===== src/rvviTracePkg.sv =====
// Trace widths and architectural sizes shared by every stage
package rvviTracePkg;

  //////////////////////////////
  // Data path widths
  //////////////////////////////

  // Register and address width of the RV32 core
  localparam int xlen = 32;

  // Instruction word as reported by RVFI, compressed forms zero extended
  localparam int insnWidth = 32;

  // Retirement order counter, wide enough never to wrap in a run
  localparam int orderWidth = 64;

  //////////////////////////////
  // Register file
  //////////////////////////////

  // Integer register file, x0 included
  localparam int numGprs = 32;

  // Index width of a destination register
  localparam int regAddrWidth = 5;

  //////////////////////////////
  // Privilege
  //////////////////////////////

  // RISC-V privilege encoding
  // Value 2 is reserved and never reported by the core
  typedef enum logic [1:0] {
    userMode       = 2'd0,
    supervisorMode = 2'd1,
    machineMode    = 2'd3
  } privMode_t;

endpackage


===== src/rvviCsrPkg.sv =====
// Tracked machine mode CSRs and their fixed properties
package rvviCsrPkg;

  //////////////////////////////
  // Slots
  //////////////////////////////

  // Each tracked CSR owns one slot in the packed CSR arrays
  // Slot order follows the architectural address order
  typedef enum logic [2:0] {
    slotMstatus  = 3'd0,
    slotMisa     = 3'd1,
    slotMie      = 3'd2,
    slotMtvec    = 3'd3,
    slotMscratch = 3'd4,
    slotMepc     = 3'd5,
    slotMcause   = 3'd6,
    slotMip      = 3'd7
  } csrSlot_t;

  // Number of tracked CSRs, one per enum value
  localparam int numCsrs = 8;

  //////////////////////////////
  // Address table
  //////////////////////////////

  // Architectural 12-bit CSR address per slot
  // Listed from the highest slot down to slot 0
  localparam logic [numCsrs-1:0][11:0] csrAddrTable = {
    12'h344,  // mip
    12'h342,  // mcause
    12'h341,  // mepc
    12'h340,  // mscratch
    12'h305,  // mtvec
    12'h304,  // mie
    12'h301,  // misa
    12'h300   // mstatus
  };

  //////////////////////////////
  // Reset values
  //////////////////////////////

  // Value each CSR holds out of reset, highest slot first
  // misa reports MXL=1 with the I, M and C extensions
  localparam logic [numCsrs-1:0][rvviTracePkg::xlen-1:0] csrResetTable = {
    32'h0000_0000,  // mip
    32'h0000_0000,  // mcause
    32'h0000_0000,  // mepc
    32'h0000_0000,  // mscratch
    32'h0000_0000,  // mtvec
    32'h0000_0000,  // mie
    32'h4000_1104,  // misa
    32'h0000_0000   // mstatus
  };

endpackage


===== src/csrMerge.sv =====
`timescale 1ns/1ns

// CSR shadow state
// Merges the RVFI masked read and write values into the
// architectural value and flags every CSR that changed
module csrMerge (
  input  logic                                                           rvvi,
  input  logic                                                           rstN,
  input  logic                                                           retireValid,
  // Per slot RVFI CSR fields
  input  logic [rvviCsrPkg::numCsrs-1:0][rvviTracePkg::xlen-1:0]          csrRdata,
  input  logic [rvviCsrPkg::numCsrs-1:0][rvviTracePkg::xlen-1:0]          csrRmask,
  input  logic [rvviCsrPkg::numCsrs-1:0][rvviTracePkg::xlen-1:0]          csrWdata,
  input  logic [rvviCsrPkg::numCsrs-1:0][rvviTracePkg::xlen-1:0]          csrWmask,
  // Architectural view
  output logic [rvviCsrPkg::numCsrs-1:0][rvviTracePkg::xlen-1:0]          csrValue,
  output logic [rvviCsrPkg::numCsrs-1:0]                                 csrWb
);

  // Merged value of the retirement currently strobed
  logic [rvviCsrPkg::numCsrs-1:0][rvviTracePkg::xlen-1:0] mergedValue;

  // Slots whose merged value differs from the shadow
  logic [rvviCsrPkg::numCsrs-1:0] valueChanged;

  //////////////////////////////
  // Mask merge
  //////////////////////////////

  // Written bits come from wdata, all other bits keep rdata
  // csrRmask only says which bits were read and does not
  // take part in the merge, it stays on the port for the RVFI format
  always_comb begin
    for (int slot = 0; slot < rvviCsrPkg::numCsrs; slot++) begin
      mergedValue[slot] = (csrWdata[slot] & csrWmask[slot])
                        | (csrRdata[slot] & ~csrWmask[slot]);
    end
  end

  //////////////////////////////
  // Change detect
  //////////////////////////////

  // Compare against the shadow before it is overwritten
  always_comb begin
    for (int slot = 0; slot < rvviCsrPkg::numCsrs; slot++) begin
      valueChanged[slot] = (mergedValue[slot] != csrValue[slot]);
    end
  end

  //////////////////////////////
  // Shadow registers
  //////////////////////////////

  // Shadow holds between retirements
  // Reset loads the architectural reset value of each CSR
  always_ff @(posedge rvvi) begin
    if (!rstN) begin
      csrValue <= rvviCsrPkg::csrResetTable;
    end else if (retireValid) begin
      csrValue <= mergedValue;
    end
  end

  // Writeback flags pulse for one cycle alongside rvviValid
  // Identical retirements leave the flags low
  always_ff @(posedge rvvi) begin
    if (!rstN) begin
      csrWb <= '0;
    end else if (retireValid) begin
      csrWb <= valueChanged;
    end else begin
      csrWb <= '0;
    end
  end

endmodule


===== src/gprWriteback.sv =====
`timescale 1ns/1ns

// Destination register writeback
// Turns the single RVFI rd write into a one-hot RVVI mask
module gprWriteback (
  input  logic                                  rvvi,
  input  logic                                  rstN,
  input  logic                                  retireValid,
  input  logic                                  trap,
  // RVFI destination write
  input  logic [rvviTracePkg::regAddrWidth-1:0] rdAddr,
  input  logic [rvviTracePkg::xlen-1:0]         rdWdata,
  // RVVI writeback
  output logic [rvviTracePkg::numGprs-1:0]      gprWb,
  output logic [rvviTracePkg::xlen-1:0]         gprWdata
);

  // One-hot decode of rdAddr, bit 0 never set
  logic [rvviTracePkg::numGprs-1:0] rdOneHot;

  // x0 is hardwired and a trapped instruction writes nothing
  logic writeEnable;

  //////////////////////////////
  // Decode
  //////////////////////////////

  assign writeEnable = retireValid && !trap && (rdAddr != '0);

  always_comb begin
    rdOneHot = '0;
    for (int reg_i = 1; reg_i < rvviTracePkg::numGprs; reg_i++) begin
      rdOneHot[reg_i] = (rdAddr == rvviTracePkg::regAddrWidth'(reg_i));
    end
  end

  //////////////////////////////
  // Registers
  //////////////////////////////

  // Mask lives for one cycle only
  always_ff @(posedge rvvi) begin
    if (!rstN) begin
      gprWb <= '0;
    end else if (writeEnable) begin
      gprWb <= rdOneHot;
    end else begin
      gprWb <= '0;
    end
  end

  // Data word follows every strobe, meaningful only with gprWb
  always_ff @(posedge rvvi) begin
    if (retireValid) begin
      gprWdata <= rdWdata;
    end
  end

endmodule


===== src/retireStage.sv =====
`timescale 1ns/1ns

// Retirement record register
// One strobe in, one valid pulse out on the next edge
module retireStage (
  input  logic                                  rvvi,
  input  logic                                  rstN,
  // RVFI retirement record
  input  logic                                  retireValid,
  input  logic [rvviTracePkg::orderWidth-1:0]   order,
  input  logic [rvviTracePkg::insnWidth-1:0]    insn,
  input  logic                                  trap,
  input  logic                                  intr,
  input  rvviTracePkg::privMode_t               mode,
  input  logic [rvviTracePkg::xlen-1:0]         pcRdata,
  // RVVI side
  output logic                                  rvviValid,
  output logic [rvviTracePkg::orderWidth-1:0]   rvviOrder,
  output logic [rvviTracePkg::insnWidth-1:0]    rvviInsn,
  output logic                                  rvviTrap,
  output logic                                  rvviIntr,
  output rvviTracePkg::privMode_t               rvviMode,
  output logic [rvviTracePkg::xlen-1:0]         rvviPc
);

  //////////////////////////////
  // Valid strobe
  //////////////////////////////

  // Valid follows the strobe with one cycle of latency
  // Back to back strobes give a valid that stays high
  always_ff @(posedge rvvi) begin
    if (!rstN) begin
      rvviValid <= 1'b0;
    end else begin
      rvviValid <= retireValid;
    end
  end

  //////////////////////////////
  // Record capture
  //////////////////////////////

  // Fields only load on a strobe and hold until the next one
  // so the checker side may sample them in any cycle
  always_ff @(posedge rvvi) begin
    if (!rstN) begin
      rvviOrder <= '0;
      rvviInsn  <= '0;
      rvviTrap  <= 1'b0;
      rvviIntr  <= 1'b0;
      // Core comes out of reset in machine mode
      rvviMode  <= rvviTracePkg::machineMode;
      rvviPc    <= '0;
    end else if (retireValid) begin
      rvviOrder <= order;
      rvviInsn  <= insn;
      rvviTrap  <= trap;
      rvviIntr  <= intr;
      rvviMode  <= mode;
      rvviPc    <= pcRdata;
    end
  end

endmodule


===== src/rvfiToRvvi.sv =====
`timescale 1ns/1ns

// RVFI to RVVI trace adapter
// Every output describes the retirement strobed one cycle earlier
module rvfiToRvvi (
  input  logic                                                  rvvi,
  input  logic                                                  rstN,
  // RVFI retirement
  input  logic                                                  retireValid,
  input  logic [rvviTracePkg::orderWidth-1:0]                   order,
  input  logic [rvviTracePkg::insnWidth-1:0]                    insn,
  input  logic                                                  trap,
  input  logic                                                  intr,
  input  rvviTracePkg::privMode_t                               mode,
  input  logic [rvviTracePkg::xlen-1:0]                         pcRdata,
  // RVFI destination write
  input  logic [rvviTracePkg::regAddrWidth-1:0]                 rdAddr,
  input  logic [rvviTracePkg::xlen-1:0]                         rdWdata,
  // RVFI CSR fields, one word per slot
  input  logic [rvviCsrPkg::numCsrs-1:0][rvviTracePkg::xlen-1:0] csrRdata,
  input  logic [rvviCsrPkg::numCsrs-1:0][rvviTracePkg::xlen-1:0] csrRmask,
  input  logic [rvviCsrPkg::numCsrs-1:0][rvviTracePkg::xlen-1:0] csrWdata,
  input  logic [rvviCsrPkg::numCsrs-1:0][rvviTracePkg::xlen-1:0] csrWmask,
  // RVVI retirement state
  output logic                                                  rvviValid,
  output logic [rvviTracePkg::orderWidth-1:0]                   rvviOrder,
  output logic [rvviTracePkg::insnWidth-1:0]                    rvviInsn,
  output logic                                                  rvviTrap,
  output logic                                                  rvviIntr,
  output rvviTracePkg::privMode_t                               rvviMode,
  output logic [rvviTracePkg::xlen-1:0]                         rvviPc,
  // RVVI CSR state
  output logic [rvviCsrPkg::numCsrs-1:0][rvviTracePkg::xlen-1:0] csrValue,
  output logic [rvviCsrPkg::numCsrs-1:0]                        csrWb,
  // RVVI integer writeback
  output logic [rvviTracePkg::numGprs-1:0]                      gprWb,
  output logic [rvviTracePkg::xlen-1:0]                         gprWdata
);

  //////////////////////////////
  // Retirement record
  //////////////////////////////

  retireStage i_retireStage (
    .rvvi        (rvvi),
    .rstN        (rstN),
    .retireValid (retireValid),
    .order       (order),
    .insn        (insn),
    .trap        (trap),
    .intr        (intr),
    .mode        (mode),
    .pcRdata     (pcRdata),
    .rvviValid   (rvviValid),
    .rvviOrder   (rvviOrder),
    .rvviInsn    (rvviInsn),
    .rvviTrap    (rvviTrap),
    .rvviIntr    (rvviIntr),
    .rvviMode    (rvviMode),
    .rvviPc      (rvviPc)
  );

  //////////////////////////////
  // CSR shadow
  //////////////////////////////

  csrMerge i_csrMerge (
    .rvvi        (rvvi),
    .rstN        (rstN),
    .retireValid (retireValid),
    .csrRdata    (csrRdata),
    .csrRmask    (csrRmask),
    .csrWdata    (csrWdata),
    .csrWmask    (csrWmask),
    .csrValue    (csrValue),
    .csrWb       (csrWb)
  );

  //////////////////////////////
  // GPR writeback
  //////////////////////////////

  // Trap squashes the register write
  gprWriteback i_gprWriteback (
    .rvvi        (rvvi),
    .rstN        (rstN),
    .retireValid (retireValid),
    .trap        (trap),
    .rdAddr      (rdAddr),
    .rdWdata     (rdWdata),
    .gprWb       (gprWb),
    .gprWdata    (gprWdata)
  );

endmodule


===== config.mk =====
export PLATFORM = sky130hd
export DESIGN_NAME = rvfiToRvvi
export DESIGN_NICKNAME = d
export VERILOG_FILES = /design/src/rvviTracePkg.sv /design/src/rvviCsrPkg.sv /design/src/csrMerge.sv /design/src/gprWriteback.sv /design/src/retireStage.sv /design/src/rvfiToRvvi.sv
export SDC_FILE = /design/constraint.sdc
export NUM_CORES = 1
export LEC_CHECK = 0
export ABC_CLOCK_PERIOD_IN_PS = 1200
export BUFFER_PORTS_ARGS = -buffer_cell sky130_fd_sc_hd__buf_2
export CAP_MARGIN = 20
export CORE_AREA = 2 2 644 646
export CTS_CLUSTER_SIZE = 24
export DETAILED_ROUTE_END_ITERATION = 6
export DIE_AREA = 0 0 646 648
export GPL_TIMING_DRIVEN = 0
export MAX_ROUTING_LAYER = met4
export PLACE_DENSITY = 0.3
export REMOVE_ABC_BUFFERS = 1
export SYNTH_ARGS = -nofsm -noshare
export SYNTH_HDL_FRONTEND = slang
export SYNTH_HIERARCHICAL = 1
export SYNTH_SLANG_ARGS = --single-unit
export TNS_END_PERCENT = 100

===== constraint.sdc =====
create_clock -name rvvi -period 1.2 [get_ports rvvi]
set_input_delay 0.24 -clock rvvi [delete_from_list [all_inputs] [get_ports rvvi]]
set_output_delay 0.24 -clock rvvi [all_outputs]
set_load 0.05 [all_outputs]

Yosys cells after proc, flatten, opt, wreduce, memory -nomap -nowiden
Cells that the tools add are included.
{"block": "totals", "in_bits": 1196, "register_bits": 461, "out_inout_bits": 461}
{"block": "classes", "reduce_logical": 6, "n_eq_ne": 39, "bitwise": 32}
{"operator": "$and 32x32->32", "count": 16}
{"operator": "$ne 32x32->1", "count": 8}
{"operator": "$not 32->32", "count": 8}
{"operator": "$or 32x32->32", "count": 8}
{"operator": "$eq 5x5->1 const B", "count": 16}
{"operator": "$eq 5x4->1 const B", "count": 8}
{"operator": "$eq 5x3->1 const B", "count": 4}
{"operator": "$eq 5x2->1 const B", "count": 2}
{"operator": "$eq 5x1->1 const B", "count": 1}
{"operator": "$reduce_bool 5->1", "count": 1}
{"operator": "$reduce_and 2->1", "count": 2}
{"operator": "$logic_and 1x1->1", "count": 2}
{"operator": "$logic_not 1->1", "count": 1}

Longest topological paths before layout
{"block": "depth", "depth_word": 4, "mapped_depth": 6, "depth_no_buf": 5}

Modules after synthesis
Netlist, hierarchy kept.
{"mod": "csrMerge", "area_per_inst_um2": 14538.9, "instances": 1, "cells_per_inst": 1467, "seq_area_each_um2": 5285.1}
{"mod": "retireStage", "area_per_inst_um2": 5068.6, "instances": 1, "cells_per_inst": 427, "seq_area_each_um2": 2662.6}
{"mod": "gprWriteback", "area_per_inst_um2": 1984.4, "instances": 1, "cells_per_inst": 114, "seq_area_each_um2": 1581.5}

Least setup slack after synthesis
Ideal clock, no wire load.
{"block": "synth_timing", "path_type": "reg2reg", "startpoint": "reg i_csrMerge/csrValue[0] (netlist name)", "endpoint": "reg i_csrMerge/csrWb[0] (netlist name)", "stages_incl_launch_ff": 5, "slack_ps": -188, "arrival_ps": 1261, "period_less_slack_ps": 1388, "path_cell_list": "dfxtp_1 > xor2_1 > nand4_1 > nor4_1 > a21oi_1"}
{"block": "synth_via", "elab_chain_len": 1}
{"element": "start, declared", "line_no": "csrMerge.sv:16", "text": "output logic [rvviCsrPkg::numCsrs-1:0][rvviTracePkg::xlen-1:0] csrValue,"}
{"element": "start signal, assigned", "line_no": "csrMerge.sv:59", "text": "csrValue <= rvviCsrPkg::csrResetTable;"}
{"element": "start signal, assigned", "line_no": "csrMerge.sv:61", "text": "csrValue <= mergedValue;"}
{"element": "$ne 32x32->1", "line_no": "csrMerge.sv:47", "text": "valueChanged[slot] = (mergedValue[slot] != csrValue[slot]);"}
{"element": "end signal, assigned", "line_no": "csrMerge.sv:71", "text": "csrWb <= valueChanged;"}
{"element": "end, declared", "line_no": "csrMerge.sv:17", "text": "output logic [rvviCsrPkg::numCsrs-1:0] csrWb"}
Every way passes these cells.
A chain may end at the register's enable or synchronous reset.

Worst setup path after layout
{"block": "layout_timing", "startpoint": "reg i_csrMerge/csrValue[61] (netlist name)", "endpoint": "reg i_csrMerge/csrWb[1] (netlist name)"}
The elaborated chain is that of the path after synthesis.

==> results.md <==
* Max Cap Viol at 0
* Hold_ws at -0.162 ns
* Post-synth EDFFs at 32
* Commonest cells in the netlist: dfxtp_1 (428), mux2i_1 (388), nand2_1 (265)
* GRT Total Usage at 12.3%
* Crit path time final at 1.98 ns
* DRC at 0
* Reg clk slew, reported paths at 0.06 ns
* Crit path kind: register to register
* Pwr Total at 59.9 mW
* Clock Power Share at 41.1%
* Via count at 26085
* RSZ-0062 raised after global routing: true
* H-tree depth at 3
* TritonRoute pass-1 iters at 6
* Synth area leader: dfxtp_1
* Comb power frac at 29.6%
* Cell Chain, Critical Path: xor2_4 > nand4_1 > nor4_4 > a21oi_1
* Routed WL at 262000 um
* Clk sinks at 460
* Max rail drop VDD at 0.957 mV
* Area after DPL at 35200 sq um
* Worst path required time at 1.84 ns
* Post-synthesis cell type count at 26
* Synthesis Warnings at 6
* Max transition margin at 33.3%
* Mean area per synthesized cell at 10.8 sq um
* Mapped Area at 21600 sq um
* Maximum operating frequency at 0.505 GHz
* Hold Path Class: primary input to register
* Congestion Overflow GR at 0
* Nets at 5336
* Io pins at 1657
* WP data arrival at 2.62 ns
* Vias per cell at 2.67
* Failing checks: negative hold slack, negative setup slack
* Pint at 39.2 mW
* Area grow syn2layout at 141%
* Psw at 20.7 mW
* Pwr per Cell Area at 1150 nW/um^2
* Post-synthesis register bit count at 460
* Fin worst setup slack at -0.781 ns
* Worst setup SP type: register
* Die Footprint at 419000 sq um
* Routed len/inst at 26.8 um
* Outcome: finished with violations
* Num CTS Buffers at 80
* Fin crit share at 165%
* Pre-CTS setup slack at -2.27 ns
* Design area at 52100 sq um
* First-pass GRT wire length at 315000 um
* Sequential share of the synthesized area at 44.1%
* Fraction of layout cells with a size suffix above 1 at 54.3%
* Ys flop type: dfxtp_1
* Fill count at 47069
* Antenna violations before repair at 329
* Crit end category: register
* Sw Ratio at 34.6%
* Port buffer count at 1399
* CTS max path bufs at 4
* Post-route ant nets at 0
* CTS tree: done
* Top cells by area, synth: dfxtp_1 (40%), mux2i_1 (18%), o211a_1 (12%)
* Chip Height at 648 um
* Cells after Synth at 2008
* Leak at 23.4 nW
* Pin count of the biggest net entering global routing at 147
* Root Buffer: clkbuf_16
* Clock skew at 0.0395 ns
* CP bufs+invs at 0
* Most numerous cell in the Yosys netlist: dfxtp_1
* Worst path top cell family by delay: simple AND/OR/NAND/NOR gates
* Slowest cell on crit path: nand4_1
* Core area at 412000 sq um
* Fin. Hold Viols at 10
* Rows at 236
* Die width at 646 um
* Worst skew pair latency at 0.77 ns
* Ys async rst share at 0%
* Worst-margin pin slew at 0.998 ns
* 1st-iter DRT viols at 1241
* Worst Path Max Fanout at 2
* Yosys top cell area share at 39.7%
* Post-DP HPWL at 225000 um
* Slowest stage delay, CP at 0.59 ns
* Number of global-route vias before repair at 26552
* Final GP Congestion at 0.920
* Setup violations, final at 841
* Pins Over Slew Limit at 0
* Flop pwr share at 29.4%
* Starting density of the core at 5.24%
## worst reg2reg max path, delay by kind of cell (launching register included)
family	cells	cell delay, ns
AND/OR/NAND/NOR	2	1.06
flip-flops	1	0.37
XOR/XNOR	1	0.33
AO/OA/AOI/OAI	1	0.12
## cell usage in the layout (no fill, tap or decap), types with 3 or more instances in the layout
master          netlist  layout
buf_2                58     937
dlygate4sd3_1         0     534
mux2i_1             388     340
buf_8                 2     292
dfxtp_2               0     284
nand2_1             265     264
o211a_1             252     252
xor2_1              256     234
buf_4                 8     192
dfxtp_4               0     143
buf_12                6     139
nor2b_1             130     130
diode_2               0     108
clkbuf_16             0      83
nand4_1              64      64
buf_6                 2      51
mux2i_2               0      32
edfxtp_1             32      32
nor3_2               20      20
mux2i_4               0      16
clkbuf_1             42      15
dlymetal6s4s_1        0      13
clkbuf_8              0      12
xor2_2                0      12
buf_16                0      12
nor3_1               11      11
clkinv_2              0      10
xor2_4                0      10
a21oi_1               8       8
nor4_2                0       7
bufinv_16             0       6
nor4_1               16       6
clkinvlp_4            0       4
clkinv_4              0       4
o21ai_0               4       4
nand2b_1              4       4
nor4_4                0       3
## flip-flops by register name (all words and copies together) (netlist names)
register / flops
i_retireStage/rvviMode: 2
i_retireStage/rvviInsn: 32
i_gprWriteback/gprWdata: 32
i_retireStage/rvviOrder: 64
i_retireStage/rvviPc: 32
i_csrMerge/csrWb: 8
i_retireStage/rvviTrap: 1
i_retireStage/rvviValid: 1
i_gprWriteback/gprWb: 31
i_retireStage/rvviIntr: 1
i_csrMerge/csrValue: 256
## cell families (layout without fill, tap and decap cells)
group                  Yosys count  in the layout  share of synthesized area [%]
AND/OR/NAND/NOR                515            515                           12.3
flip-flops                     460            460                           44.1
multiplexers                   388            388                           18.0
AO/OA/AOI/OAI                  264            264                           12.0
XOR/XNOR                       256            256                           10.4
buffers and inverters          124           2312                           3.26
other                            1            109                         0.0174
## cell type report
cell class                      instances  area [sq um]  share of cell area [%]
Timing Repair Buffer                 2174         19800                    38.1
Multi-Input combinational cell       1424         12100                    23.2
Sequential cell                       460         10400                    20.0
Tap cell                             5474          6850                    13.1
Clock buffer                          108          2250                    4.32
Clock inverter                         30           399                   0.766
Antenna cell                          108           270                   0.519
## power by group through the flow
stage	combinational [mW]	sequential [mW]	clock, mW
2_1_floorplan	2.82	21.0	0
3_3_place_gp	13.1	17.6	0
3_5_place_dp	12.5	17.6	0
4_1_cts	17.8	17.6	26.2
5_1_grt	18.7	17.7	26.5
6_report	17.7	17.6	24.6
## per-stage QoR
step	cells	utilization, %	setup TNS, ns
2_1_floorplan	1884	-	-1.50
3_3_place_gp	8757	8.43	-5354.68
3_5_place_dp	8777	8.55	-284.03
4_1_cts	9663	12.4	-324.08
5_1_grt	9769	12.6	-329.12
6_report	9778	12.6	-289.97
## routing by layer
| metal | global-route usage, % | up-vias | part of all wire [%] |
|---|---|---|---|
| li1 | - | 11576 | - |
| met1 | 12.9 | 12356 | 38 |
| met2 | 21.3 | 1565 | 49 |
| met3 | 5.53 | 588 | 10 |
| met4 | 2.37 | 0 | 2.8 |
| met5 | - | - | 0 |
## worst paths after layout
kind / from / end / slack, ns / depth (start not counted)
setup reg to reg: i_csrMerge/csrValue[61]$_SDFFE_PN0P_ / i_csrMerge/csrWb[1]$_SDFF_PN0_ / -0.78 / 4
hold reg to reg: i_retireStage/rvviMode[0]$_SDFFE_PN1P_ / i_retireStage/rvviMode[0]$_SDFFE_PN1P_ / 0.51 / 2
setup / recovery: i_csrMerge/csrValue[61]$_SDFFE_PN0P_ / i_csrMerge/csrWb[1]$_SDFF_PN0_ / -0.78 / 4
hold / removal: csrWdata[125] / i_csrMerge/csrValue[125]$_SDFFE_PN0P_ / -0.16 / 4
## what timing repair did
item                       in CTS  in global routing
hold endpoints to repair      475                 56
pin swaps                      34                 14
cloned                          2                  1
buffers inserted              189                 16
setup endpoints to repair     500                853
hold buffers                  558                  7
resized for setup            2031                145
Power figures use the tool's default switching activity.
